## config.mk

```make
export PLATFORM = sky130hd
export DESIGN_NAME = core_timer
export DESIGN_NICKNAME = d
export VERILOG_FILES = /design/src/hw/forth_pkg.sv /design/src/hw/core_timer.sv
export SDC_FILE = /design/constraint.sdc
export NUM_CORES = 1
export LEC_CHECK = 0
export ABC_AREA = 0
export BUFFER_PORTS_ARGS = -buffer_cell sky130_fd_sc_hd__buf_2
export CORE_MARGIN = 2
export CORE_UTILIZATION = 35
export CTS_CLUSTER_DIAMETER = 60
export DETAILED_ROUTE_END_ITERATION = 8
export PLACE_DENSITY_LB_ADDON = 0.05
export SETUP_SLACK_MARGIN = 0.3
export SLEW_MARGIN = 15
export SYNTH_ARGS = -nofsm -noshare
export SYNTH_HDL_FRONTEND = slang
export SYNTH_SLANG_ARGS = --single-unit
```

## constraint.sdc

```tcl
create_clock -name clk -period 3.7 [get_ports clk]
set_input_delay 0.37 -clock clk [delete_from_list [all_inputs] [get_ports clk]]
set_output_delay 0.37 -clock clk [all_outputs]
set_load 0.01 [all_outputs]
```

## src/hw/forth_pkg.sv

```systemverilog
package forth_pkg;

    // ##################################################
    // Core geometry

    localparam int ROM_BITS     = 8;
    localparam int RAM_BITS     = 8;
    localparam int DSTACK_DEPTH = 16;
    localparam int RSTACK_DEPTH = 8;

    localparam int CLK_DIV     = 4;   // clk cycles per core tick
    localparam int RESET_TICKS = 8;   // Ticks before the core leaves reset
    localparam int WAKE_TICKS  = 32;  // Ticks between wake pulses

    typedef logic [15:0]         word_t;
    typedef logic [ROM_BITS-1:0] rom_addr_t;

    // ##################################################
    // Instruction set
    // Bit 15 set pushes bits 14:0 as a zero-extended literal.
    // Otherwise bits 14:10 hold the opcode and bits 7:0 a ROM target

    typedef enum logic [4:0] {
        OP_NOP   = 5'd0,
        OP_ADD   = 5'd1,
        OP_SUB   = 5'd2,
        OP_AND   = 5'd3,
        OP_XOR   = 5'd4,
        OP_DUP   = 5'd5,
        OP_DROP  = 5'd6,
        OP_SWAP  = 5'd7,
        OP_FETCH = 5'd8,   // ( addr -- value )
        OP_STORE = 5'd9,   // ( value addr -- )
        OP_JMP   = 5'd10,
        OP_JZ    = 5'd11,  // Consumes the flag
        OP_CALL  = 5'd12,
        OP_RET   = 5'd13,
        OP_WFI   = 5'd14,
        OP_HLT   = 5'd15
    } opcode_e;

    typedef struct packed {
        logic error;
        logic halted;
        logic waiting;
    } core_status_t;

endpackage

```

## src/hw/core_timer.sv

```systemverilog
`timescale 1ns/1ps

module core_timer (
    input  logic clk,
    input  logic arst_n,
    output logic tick,
    output logic core_rst,
    output logic wake
);
    import forth_pkg::*;

    localparam int DIV_W  = $clog2(CLK_DIV);
    localparam int RST_W  = $clog2(RESET_TICKS + 1);
    localparam int WAKE_W = $clog2(WAKE_TICKS);

    logic [DIV_W-1:0]  div_cnt;
    logic [RST_W-1:0]  rst_cnt;
    logic [WAKE_W-1:0] wake_cnt;

    assign tick     = (div_cnt == DIV_W'(CLK_DIV - 1));
    assign core_rst = (rst_cnt != RST_W'(RESET_TICKS));  // Stays low once the count is reached
    assign wake     = tick && (wake_cnt == WAKE_W'(WAKE_TICKS - 1));

    always_ff @(posedge clk or negedge arst_n) begin
        if (!arst_n) begin
            div_cnt  <= '0;
            rst_cnt  <= '0;
            wake_cnt <= '0;
        end else begin
            div_cnt <= tick ? '0 : div_cnt + 1'b1;
            if (tick && core_rst)
                rst_cnt <= rst_cnt + 1'b1;
            if (tick)
                wake_cnt <= wake ? '0 : wake_cnt + 1'b1;
        end
    end

    assert property (@(posedge clk) disable iff (!arst_n) tick |=> !tick);

endmodule

```

Word-level counts from Yosys, hierarchy flattened
Cells that the tools add are included.
{ "op_classes": {"muxes": 2, "eq_ne": 3, "addsub": 3, "n_reduce_logical": 2} }
{ "ops": {"columns": ["operator", "n"], "rows": [
  ["$add A5 B1 Y5 const B", 1],
  ["$eq A5 B5 Y1 const B", 1],
  ["$mux W5", 1],
  ["$add A4 B1 Y4 const B", 1],
  ["$ne A4 B4 Y1 const B", 1],
  ["$add A2 B1 Y2 const B", 1],
  ["$eq A2 B2 Y1 const B", 1],
  ["$logic_and A1 B1 Y1", 2],
  ["$mux W2", 1]
]} }
{ "totals": {"output_inout_bits": 3, "register_bits": 11} }

Longest topological paths before layout
{ "depth": {"ltp_word": 3, "ltp_mapped": 6} }

Worst setup path before layout
Ideal clock, no wire load.
{ "synth_path": {"path_type": "register to output", "start": "reg wake_cnt[0]", "end": "out wake", "path_buffers": 0, "path_slack_ps": 2171, "required_time_ps": 3330, "arrival_ps": 1159, "path_stages_with_launch": 5, "path_cell_list": "dfrtp_1 -> ha_1 -> and3_1 -> ha_1 -> and2_1"} }
{ "synth_between": {"elab_chain_cells": 2} }
{ "synth_rtl": {"columns": ["element", "line", "source"], "rows": [
  ["from (decl)", "core_timer.sv:18", "logic [WAKE_W-1:0] wake_cnt;"],
  ["from (signal assigned)", "core_timer.sv:34", "wake_cnt <= wake ? '0 : wake_cnt + 1'b1;"],
  ["$eq A5 B5 Y1", "core_timer.sv:22", "assign wake = tick && (wake_cnt == WAKE_W'(WAKE_TICKS - 1));"],
  ["$logic_and A1 B1 Y1", "core_timer.sv:22", null],
  ["to (decl)", "core_timer.sv:8", "output logic wake"]
]} }
Every way passes these cells.

Final worst setup path
Ends and elaborated chain as after synthesis.

==> reports/results.md <==
### Die
* 5 — total I/O pin count
* 43.6 microns — Die H
* 0.369 — initial cell density of the core
* 43.6 microns — die boundary width
* 14 — row count
* 1900 sq um — area enclosed by the die boundary
* 1490 sq um — area of the core

### Final layout
* 62 — net count reported at finish
* 0 — number of inserted diodes
* 275 sq um — footprint of the flip-flops and latches
* 0.241 — fraction of final layout cells with drive strength greater than 1
* 249 sq um — multi-input gate area in the final layout
* 146 — number of fill cells in the layout
* 11.4% — growth of design area from synthesis to finish

### Place
* 630 microns — detailed placer's ending HPWL
* 2.01 ns — worst setup slack before clock tree synthesis
* 4 — # port buffers
* 0.726 — global placement routability congestion

### GRT
* 13 — pin count of the biggest net entering global routing
* 0.108 — overall global routing resource usage
* 1460 microns — first-pass GRT wire length
* 0 — number of antenna violations at the first check in global routing
* 0 — total congestion overflow
* 342 — number of global-route vias before repair

### Timing
* 0 — number of hold violations in the final report
* 0 — Setup violations, final
* 0.507 GHz — achievable frequency
* 0.420 ns — transition time of the tightest slew-check pin
* false — setup repair after global routing missed its margin
* 0.720 — worst max-slew margin expressed relative to the limit
* 0.533 — Final Cycle Share
* 0 ns — setup TNS after final layout
* 0.00653 ns — clock tree skew after final layout
* 0 — Slew Limit Fails
* 1.97 ns — crit path time final
* 1.73 ns — Final WS setup

### Yosys
* 11 — Seq cells post-synth
* sky130_fd_sc_hd__dfrtp_1 50%, sky130_fd_sc_hd__ha_1 11%, sky130_fd_sc_hd__mux2_2 6.2% — most area-consuming cells after synthesis
* 549 sq um — area of the mapped netlist
* 11.9 sq um — Avg Inst Size Synth
* 11 x sky130_fd_sc_hd__dfrtp_1, 5 x sky130_fd_sc_hd__ha_1, 4 x sky130_fd_sc_hd__nand2_1, 4 x sky130_fd_sc_hd__o21ai_0 — most used standard cells in the synthesized netlist
* 0.501 — part of the Yosys area used for sequential elements
* 18 — Cell variety after synth
* 53 — synthesized net count
* 0 — Post-synth EDFFs
* 0 — synth warn
* 1.00 — fraction of registers with async set/reset
* sky130_fd_sc_hd__dfrtp_1 — most frequent cell after synthesis
* 0.501 — top cell type's share of synthesized area
* sky130_fd_sc_hd__dfrtp_1 — dominant cell type by area after synthesis
* sky130_fd_sc_hd__dfrtp_1 — most common flop cell mapped by yosys
* 46 — post-synthesis instance total

### Clocking
* 0 — Resize count post-CTS
* sky130_fd_sc_hd__clkbuf_4 — Root Driver
* 0.07 ns — register clock-pin slew on the reported worst setup and hold paths
* 2 — number of buffers on the longest clock path
* 0 — count of buffers added by post-CTS timing repair for setup
* 3 — cts bufs inserted
* 11 — Clock Sink Count
* 0.26 ns — clock insertion delay at the later pin of the skew report
* yes — TritonCTS clock tree
* 1 — htree depth
* 1 — hold bufs inserted after CTS

### Power and ir drop
* 0.150 mV — largest vdd supply drop
* 330 nW/um^2 — power density over the cells
* 0.316 nW — leakage

### Worst hold path
* reg2reg — worst hold path class

### Worst setup path
* 5 — maximum fanout along the worst path
* flip-flop — kind of launch point of the worst setup path
* output port — Worst setup EP type
* 3.33 ns — Crit path required time
* reg2out — Crit Path Category
* 1.60 ns — endpoint arrival time on the critical path

### Route
* 12.0 microns — detailed-route wire length per cell
* 344 — routed via count
* 4.91 — routed via count divided by cell count
* 0 — count of routing violations after the opening detailed-route iteration
* 1 — length of the first detailed-routing pass in iterations
* 0 — DR DRC count
* 0 — number of antenna-violating nets in the routed design
* 839 microns — Post-Route WL

### Status
* finished, final reports clean — result of the run

### Run
* 0 — max_cap viols

-- cell type report --
type / count / share of cell area
sequential: 11 / 0.450
multi-input combinational: 31 / 0.407
timing repair buffer: 5 / 0.0491
clock buffer: 4 / 0.0429
tap: 16 / 0.0327
inverter: 3 / 0.0184
-- cells in the final DEF (no fill, tap or decap) --
cell / instances
sky130_fd_sc_hd__inv_1: 3
sky130_fd_sc_hd__a21oi_1: 1
sky130_fd_sc_hd__o21ai_0: 4
sky130_fd_sc_hd__dlygate4sd3_1: 1
sky130_fd_sc_hd__a22o_1: 1
sky130_fd_sc_hd__mux2_2: 3
sky130_fd_sc_hd__dfrtp_1: 11
sky130_fd_sc_hd__clkbuf_4: 3
sky130_fd_sc_hd__xnor2_1: 2
sky130_fd_sc_hd__buf_2: 4
sky130_fd_sc_hd__clkbuf_1: 1
sky130_fd_sc_hd__nor2b_1: 2
sky130_fd_sc_hd__nand4_1: 1
sky130_fd_sc_hd__and3_1: 2
sky130_fd_sc_hd__ha_1: 5
sky130_fd_sc_hd__nand2_2: 1
sky130_fd_sc_hd__nand3b_4: 1
sky130_fd_sc_hd__nand2_1: 4
sky130_fd_sc_hd__mux2_4: 1
sky130_fd_sc_hd__and2_1: 1
sky130_fd_sc_hd__nor2_1: 2
-- registers in the layout (all words and copies together) (netlist names) --
register and flops:
wake_cnt 5, rst_cnt 4, div_cnt 2
-- cell families (layout without fill, tap and decap cells) --
family / Yosys count / in the layout / share of synthesized area
buffers and inverters: 4 / 12 / 0.0456
multiplexers: 4 / 4 / 0.0888
AO/OA/AOI/OAI: 6 / 6 / 0.0615
XOR/XNOR: 2 / 2 / 0.0319
AND/OR/NAND/NOR: 14 / 14 / 0.157
flip-flops: 11 / 11 / 0.501
adder cells (fa/ha/maj): 5 / 5 / 0.114
-- worst paths after layout --
check / start / end / slack [ns] / depth (start not counted)
max: wake_cnt[0] / wake / 1.73 / 5
min: div_cnt[0] / div_cnt[0] / 0.44 / 1
max reg2reg: wake_cnt[0] / wake_cnt[3] / 2.10 / 6
min reg2reg: div_cnt[0] / div_cnt[0] / 0.44 / 1
max in group asynchronous: arst_n / rst_cnt[2] / 3.00 / 2
min in group asynchronous: arst_n / wake_cnt[0] / 0.50 / 2
-- per-stage QoR --
stage	cell area (sq um)	power, mW	hold slack, ns	std cells	util
final	612	0.202	0.439	70	0.411
after global routing	612	0.216	0.470	70	0.411
after CTS	612	0.205	0.445	70	0.411
after global placement	576	0.125	0.245	65	0.387
after detailed placement	576	0.125	0.249	65	0.387
after floorplan	549	0.123	0.0744	46	-
-- power breakdown --
part	switching, mW	internal (mW)	total, mW
sequential	0	0.120	0.120
clock	0.0366	0.0416	0.0782
combinational	0.00229	0.00108	0.00336
-- per-layer routing --
| layer | track usage | vias to the layer above | wire (microns) |
|---|---|---|---|
| met5 | 0 | - | 0 |
| met4 | 0.0727 | 0 | 4 |
| met3 | 0.0250 | 2 | 21 |
| met2 | 0.176 | 3 | 438 |
| met1 | 0.123 | 166 | 375 |
| li1 | - | 173 | - |
-- worst max-delay path: stages, from the launching register on --
cell and delay, ns:
sky130_fd_sc_hd__dfrtp_1 0.40, sky130_fd_sc_hd__ha_1 0.23, sky130_fd_sc_hd__and3_1 0.18, sky130_fd_sc_hd__ha_1 0.23, sky130_fd_sc_hd__and2_1 0.17, sky130_fd_sc_hd__buf_2 0.13
Note: power is estimated with default switching activity, not from simulation.
