`config.mk`:
```
export PLATFORM = sky130hd
export DESIGN_NAME = bus_fabric
export DESIGN_NICKNAME = d
export VERILOG_FILES = /design/src/hw/forth_pkg.sv /design/src/hw/bus_pkg.sv /design/src/hw/bus_fabric.sv
export SDC_FILE = /design/constraint.sdc
export NUM_CORES = 2
export LEC_CHECK = 0
export BUFFER_PORTS_ARGS = -buffer_cell sky130_fd_sc_hd__buf_2
export CAP_MARGIN = 20
export CORE_MARGIN = 2
export CORE_UTILIZATION = 28
export CTS_CLUSTER_DIAMETER = 150
export CTS_CLUSTER_SIZE = 20
export DETAILED_ROUTE_END_ITERATION = 10
export GPL_TIMING_DRIVEN = 0
export PLACE_DENSITY = 0.46
export SYNTH_ARGS = -nofsm -noshare
export SYNTH_HDL_FRONTEND = slang
export SYNTH_SLANG_ARGS = --single-unit
export TNS_END_PERCENT = 50
```
`constraint.sdc`:
```
create_clock -name clk -period 2.7 [get_ports clk]
set_input_delay 0.54 -clock clk [delete_from_list [all_inputs] [get_ports clk]]
set_output_delay 0.54 -clock clk [all_outputs]
set_load 0.03 [all_outputs]
```
`src/hw/forth_pkg.sv`:
```
package forth_pkg;

    // ##################################################
    // Core geometry

    localparam int ROM_BITS     = 8;
    localparam int RAM_BITS     = 8;
    localparam int DSTACK_DEPTH = 16;
    localparam int RSTACK_DEPTH = 8;

    localparam int CLK_DIV     = 4;   // clk cycles per core tick
    localparam int RESET_TICKS = 8;   // Ticks before the core leaves reset
    localparam int WAKE_TICKS  = 32;  // Ticks between wake pulses

    typedef logic [15:0]         word_t;
    typedef logic [ROM_BITS-1:0] rom_addr_t;

    // ##################################################
    // Instruction set
    // Bit 15 set pushes bits 14:0 as a zero-extended literal.
    // Otherwise bits 14:10 hold the opcode and bits 7:0 a ROM target

    typedef enum logic [4:0] {
        OP_NOP   = 5'd0,
        OP_ADD   = 5'd1,
        OP_SUB   = 5'd2,
        OP_AND   = 5'd3,
        OP_XOR   = 5'd4,
        OP_DUP   = 5'd5,
        OP_DROP  = 5'd6,
        OP_SWAP  = 5'd7,
        OP_FETCH = 5'd8,   // ( addr -- value )
        OP_STORE = 5'd9,   // ( value addr -- )
        OP_JMP   = 5'd10,
        OP_JZ    = 5'd11,  // Consumes the flag
        OP_CALL  = 5'd12,
        OP_RET   = 5'd13,
        OP_WFI   = 5'd14,
        OP_HLT   = 5'd15
    } opcode_e;

    typedef struct packed {
        logic error;
        logic halted;
        logic waiting;
    } core_status_t;

endpackage

```
`src/hw/bus_pkg.sv`:
```
package bus_pkg;

    // ##################################################
    // Address map
    // Bits 15:13 select the region. RAM sits at 0x0000, ports at 0xE000

    localparam int SEL_LSB = 13;

    localparam logic [15-SEL_LSB:0] SEL_RAM   = 3'd0;
    localparam logic [15-SEL_LSB:0] SEL_PORTS = 3'd7;

    // Port number is taken from the low address bits of the port region
    localparam int PORT_BITS = 4;

    localparam logic [PORT_BITS-1:0] PORT_LED = 4'd0;
    localparam logic [PORT_BITS-1:0] PORT_OUT = 4'd1;

    // ##################################################
    // Bus transfer

    typedef struct packed {
        logic              valid;
        logic              write;
        forth_pkg::word_t  addr;
        forth_pkg::word_t  wdata;
    } bus_req_t;

    typedef struct packed {
        logic              ready;
        forth_pkg::word_t  rdata;
    } bus_rsp_t;

endpackage

```
`src/hw/bus_fabric.sv`:
```
`timescale 1ns/1ps

module bus_fabric (
    input  logic              clk,
    input  logic              arst_n,
    input  bus_pkg::bus_req_t bus_req,
    output bus_pkg::bus_rsp_t bus_rsp,
    output logic              led,
    output forth_pkg::word_t  port_data,
    output logic              port_strobe
);
    import forth_pkg::*;
    import bus_pkg::*;

    word_t                ram [2**RAM_BITS];
    logic [15-SEL_LSB:0]  sel;
    logic [RAM_BITS-1:0]  ram_addr;
    logic [PORT_BITS-1:0] port_num;
    logic                 ram_sel, port_sel, wr;
    logic                 led_wr, out_wr;
    word_t                port_rdata;
    word_t                rdata_q;
    logic                 ready_q;

    assign sel      = bus_req.addr[15:SEL_LSB];
    assign ram_addr = bus_req.addr[RAM_BITS-1:0];
    assign port_num = bus_req.addr[PORT_BITS-1:0];
    assign ram_sel  = (sel == SEL_RAM);
    assign port_sel = (sel == SEL_PORTS);
    assign wr       = bus_req.valid && bus_req.write;
    assign led_wr   = wr && port_sel && (port_num == PORT_LED);
    assign out_wr   = wr && port_sel && (port_num == PORT_OUT);

    always_comb begin
        port_rdata = '0;
        if (port_num == PORT_LED)
            port_rdata = word_t'(led);
        else if (port_num == PORT_OUT)
            port_rdata = port_data;
    end

    // Reads see the value from before a write in the same cycle
    always_ff @(posedge clk) begin
        if (wr && ram_sel)
            ram[ram_addr] <= bus_req.wdata;
        if (bus_req.valid) begin
            if (ram_sel)
                rdata_q <= ram[ram_addr];
            else if (port_sel)
                rdata_q <= port_rdata;
            else
                rdata_q <= '0;  // Unmapped region
        end
    end

    always_ff @(posedge clk or negedge arst_n) begin
        if (!arst_n) begin
            ready_q     <= 1'b0;
            led         <= 1'b0;
            port_data   <= '0;
            port_strobe <= 1'b0;
        end else begin
            ready_q     <= bus_req.valid;
            port_strobe <= out_wr;
            if (led_wr)
                led <= bus_req.wdata[0];
            if (out_wr)
                port_data <= bus_req.wdata;
        end
    end

    assign bus_rsp.ready = ready_q;
    assign bus_rsp.rdata = rdata_q;

    assert property (@(posedge clk) disable iff (!arst_n) bus_rsp.ready == $past(bus_req.valid));

endmodule

```
; ---- After elaboration in Yosys (flattened, before gate mapping)
; Memory sizes are Yosys's and may differ from the RTL's.
; Cells that the tools add are included.
[op_classes]
eq_ne = 2
n_mux = 6
n_reduce_logical = 7
[ops]
columns = operator, count
row1 = two-way mux 16 bit, 4
row2 = logical AND 1 bit, 5
row3 = "equality test 4 x 1 -> 1 bit, second input constant", 1
row4 = logical NOT 4 bit, 1
row5 = "equality test 3 bit, second input constant", 1
row6 = logical NOT 3 bit, 1
row7 = two-way mux 1 bit, 2
[totals]
register_bits = 35
ramBits = 4096
in_bits = 36
output_inout_bits = 35
wordCells = 21
n_memories = 1
[mem_list]
columns = memory, words, word_bits, rd, rd_clocked_by_memory_dff, write_ports, line
row1 = ram, 256, 16, 1, 0, 1, bus_fabric.sv:15  ; word_t ram [2**RAM_BITS];

; ---- Depth between registers and ports, before layout
[logic_depth]
word_depth = 5
mapped_depth = 13
mapped_depth_nobuf = 6

; ---- Worst setup path after synthesis
; No wires, ideal clock.
[synth_timing]
path_kind = input port to flip-flop
start = in bus_req[16] (netlist name)
end = mem ram[184][0] (netlist name), enable pin
setup_ns = 0.388
t_arrival_ns = 3.082
required_ns = 2.312
path_slack_ns = -0.770
cell_stages = 11
n_path_buf = 8
path_cell_list = buf_2 -> buf_6 -> buf_6 -> buf_6 -> buf_4 -> buf_4 -> buf_4 -> nor4_2 -> nand2_1 -> clkbuf_1 -> nor2_1
[synth_lines]
columns = element, line
row1 = start: declaration, bus_fabric.sv:6  ; input bus_pkg::bus_req_t bus_req,
row2 = end: declaration, bus_fabric.sv:15
; No word-level cell before the write port.

; ---- Worst setup path in the final report
[layout_timing]
start = in bus_req[16] (netlist name)
end = reg rdata_q[8], data pin
[layout_via]
elab_chain_cells = 5
word_cells_on_any_way = 7
cone_classes = 1 x eq/ne / 4 x mux / 1 x reduce/logical / 1 x memory
[layout_lines]
columns = element, line
row1 = branches (longest 4 deep; another with memory (256 x 16 bit)), --
row2 = two-way mux 16 bit (*), bus_fabric.sv:47  ; if (ram_sel)
row3 = end signal: assignment, bus_fabric.sv:48  ; rdata_q <= ram[ram_addr];
row4 = end signal: assignment, bus_fabric.sv:50  ; rdata_q <= port_rdata;
row5 = end: declaration, bus_fabric.sv:22  ; word_t rdata_q;
; Mark *: on every way between the ends.
; A chain may end at the register's enable or synchronous reset.

==> run metrics <==
run status finished with violations; violated checks negative setup slack; Final min period between 3 and 4 ns; arrival time of the worst setup path around 3.8 ns; Fin. Hold Viols 0; total clock buffers created by CTS 230; ratio of cells with drive above 1 in the final layout 0.316; Largest delay share family, worst path compound AO/OA/AOI/OAI gates; Syn Area/Cell 21.3 µm²; Relative slew margins 0.110; wire length per cell 34.9 µm; RSZ-0062 raised after global routing true; top library cells by usage in the layout, fill and taps aside edfxtp_1, mux4_2, mux2i_1, buf_12, nand3_1; final net count 8263; largest fanout of any net on the critical path 10; number of antenna violations at the first check in global routing 39; worst setup path startpoint bus_req[16]; peak clock frequency supported by timing approximately 320 MHz; Distinct cells, synth 48; CP Capture Type register; Critical Path RT approximately 3.3 ns; antenna violation net count after detailed routing 0; dominant register cell in the synthesized netlist edfxtp_1; Overflow after GRT 0; Die Y 758 µm; largest vdd supply drop 0.539 mV; instance count after placement with tap cells included 15200; critical register-to-register path startpoint ram[255][12]$_DFFE_PP_; number of logic stages on the critical path including buffering 13; path category of the worst min-delay check in2reg; Hold Worst Slack around 0.054 ns; count of pins on the block boundary just over 70; # setup viols final 1788; combined buffer and inverter count along the critical path 7; final number of max-transition violations 0; cell with the largest stage delay on the worst path o211ai_1; Root Buffer clkbuf_16; period utilization 1.16; starting density of the core 0.280; Die Width 758 µm; global-route wire length before repair 729000 µm; number of cell rows 277; warnings from Yosys 0; power per unit of standard cell area 608 nW/µm²; CORE AREA 568000 µm²; cell mode on critical path buf_16; average via count per standard cell ~5.2; number of cells traversed by the worst register-to-register path 6; Routability Congestion 0.948; clock sink count just over 4000; Layout area overhead 18.7%; worst reg2reg endpoint rdata_q[12]$_DFFE_PP_; non-filler instance count after layout 15800; largest stage delay on the critical path 0.90 ns; clock-pin slew reported for the worst setup and hold paths after clock tree synthesis approximately 0.090 ns; number of standard cells after synthesis 7473; leakage power of the design 0.0576 µW; clock tree from TritonCTS built; register area share after synthesis 0.778; final setup margin -0.445 ns; DIE AREA around 580000 µm²; area post-placement 173000 µm²; Place WS -3.85 ns; count of buffers inserted at the top-level ports 61; synthesized flop and latch total 4131; worst reg2reg setup slack -0.31 ns; DRC viols 0; most common cell after layout, fill and taps aside edfxtp_1; Layout Utilization 0.333; largest net degree at the start of global routing ~150; ordered cell list for the critical path buf_12, buf_16, buf_16, buf_16, buf_16, buf_16, buf_6, mux2i_1, a22oi_1, nand3_2, nand3_2, o211ai_1, o211ai_1; maxcap violations 0; vias in the first global route 81100; synthesized netlist net count 7509; Worst setup endpoint rdata_q[8]$_DFFE_PP_; clk_skew slightly above 0.05 ns; post-synth design cell area roughly 160000 µm²; number of H-tree levels 4; Pre-antenna DRT Iters 8; fraction of synthesis flops using an asynchronous set or reset pin 0.00460; clock latency at the later pin of the worst-skew pair 1.00 ns; startpoint of the lowest-slack hold path bus_req[8]; via count of the routed design 82200; GRT Util Overall 0.186; HPWL reported at the end of detailed placement ~380000 µm; Max Root-Sink Buffers 4; launching element type of the critical path input pin; actual transition at the worst max-transition pin 1.33 ns; count of flip-flops with a built-in enable after synthesis 4112; critical path start-end classification in2reg; detailed router's first-iteration violation count 10700; Post-Layout Inst Area ~190000 µm²; aggregate routed wire length 552000 µm
[kinds of logic after synthesis]
logic type             Yosys count  synth area share
AOI/OAI and AO/OA              703            0.0318
buffers and inverters          474            0.0144
DFF                           4131             0.778
muxes                         1333             0.151
and+or+nand+nor                832            0.0249
[through the flow]
stage | setup TNS, ns | power [µW]
after detailed placement | - | 79400
after global placement | - | 79400
after global routing | -35.94 | 118000
after CTS | -280.86 | 115000
after floorplan | -592.78 | 75200
final | -110.54 | 115000
[area by class of cell]
class / instances / area (µm²)
multi-input combinational: 2868 / 36900
antenna: 35 / 87.6
inverter: 5 / 20.0
sequential: 4131 / 124000
fill: 53100 / 379000
timing repair buffer: 526 / 7800
clock buffer: 248 / 5870
buffer: 465 / 4850
tap: 7533 / 9430
clock inverter: 12 / 215
[routing by layer]
metal | vias up | wire length [µm] | GRT usage
met2 | 3679 | 255000 | 0.299
met5 | - | 48 | 0
met1 | 45100 | 227000 | 0.257
li1 | 32700 | - | -
met4 | 8 | 25500 | 0.0652
met3 | 701 | 44300 | 0.0302
[cell usage after synthesis, types with 2 or more instances]
cell,n,area share
a21o_1,30,0.0014
a21oi_1,112,0.0035
a221o_1,2,0.00013
a221oi_1,14,0.00077
a22o_1,60,0.0033
a22oi_1,243,0.011
a311oi_1,16,0.00088
a31oi_1,36,0.0014
and2_0,2,0.000079
and2_1,52,0.0020
and3_1,19,0.00075
and3b_1,3,0.00016
and4_1,15,0.00082
buf_1,40,0.00094
buf_2,114,0.0036
buf_4,57,0.0027
buf_6,22,0.0016
clkbuf_1,236,0.0056
dfrtp_1,19,0.0030
edfxtp_1,4112,0.77
inv_1,4,0.000094
mux2_2,69,0.0049
mux2i_1,416,0.026
mux4_2,848,0.12
nand2_1,96,0.0023
nand2b_1,3,0.00012
nand3_1,279,0.0088
nand4_1,46,0.0018
nor2_1,284,0.0067
nor2b_1,12,0.00047
nor3_1,8,0.00025
nor4_1,3,0.00012
nor4_2,2,0.00016
o2111ai_1,45,0.0025
o211ai_1,63,0.0030
o21ai_0,36,0.0011
o22ai_1,14,0.00055
o311a_1,14,0.00088
o41ai_1,16,0.00088
or3_1,3,0.00012
[where the power goes]
| part | internal (µW) | switching (µW) |
|---|---|---|
| clock network | 15500 | 20700 |
| logic | 2780 | 5500 |
| registers | 70400 | 110 |
[repair_timing]
action,CTS,global route
resized for setup,741,515
hold buffers,16,0
buffers inserted,247,110
hold endpoints to repair,394,0
pin swaps,218,84
endpoints found under the setup margin,4122,2343
cloned,0,1
[flip-flops by register name, indices dropped and copies added, names as in the netlist]
register,count
led,1
port_data,16
port_strobe,1
ram,4096
rdata_q,16
ready_q,1
[how the worst min path moves through the flow]
stage | end | cells past startpoint
detailed placement | ready_q$_DFF_PN0_ | 1
CTS | ram[182][8]$_DFFE_PP_ | 1
global placement | port_strobe$_DFF_PN0_ | 1
global route | ram[180][8]$_DFFE_PP_ | 1
floorplan | led$_DFFE_PN0P_ | 0
finish | ram[182][8]$_DFFE_PP_ | 1
Note: power is estimated with default switching activity, not from simulation.
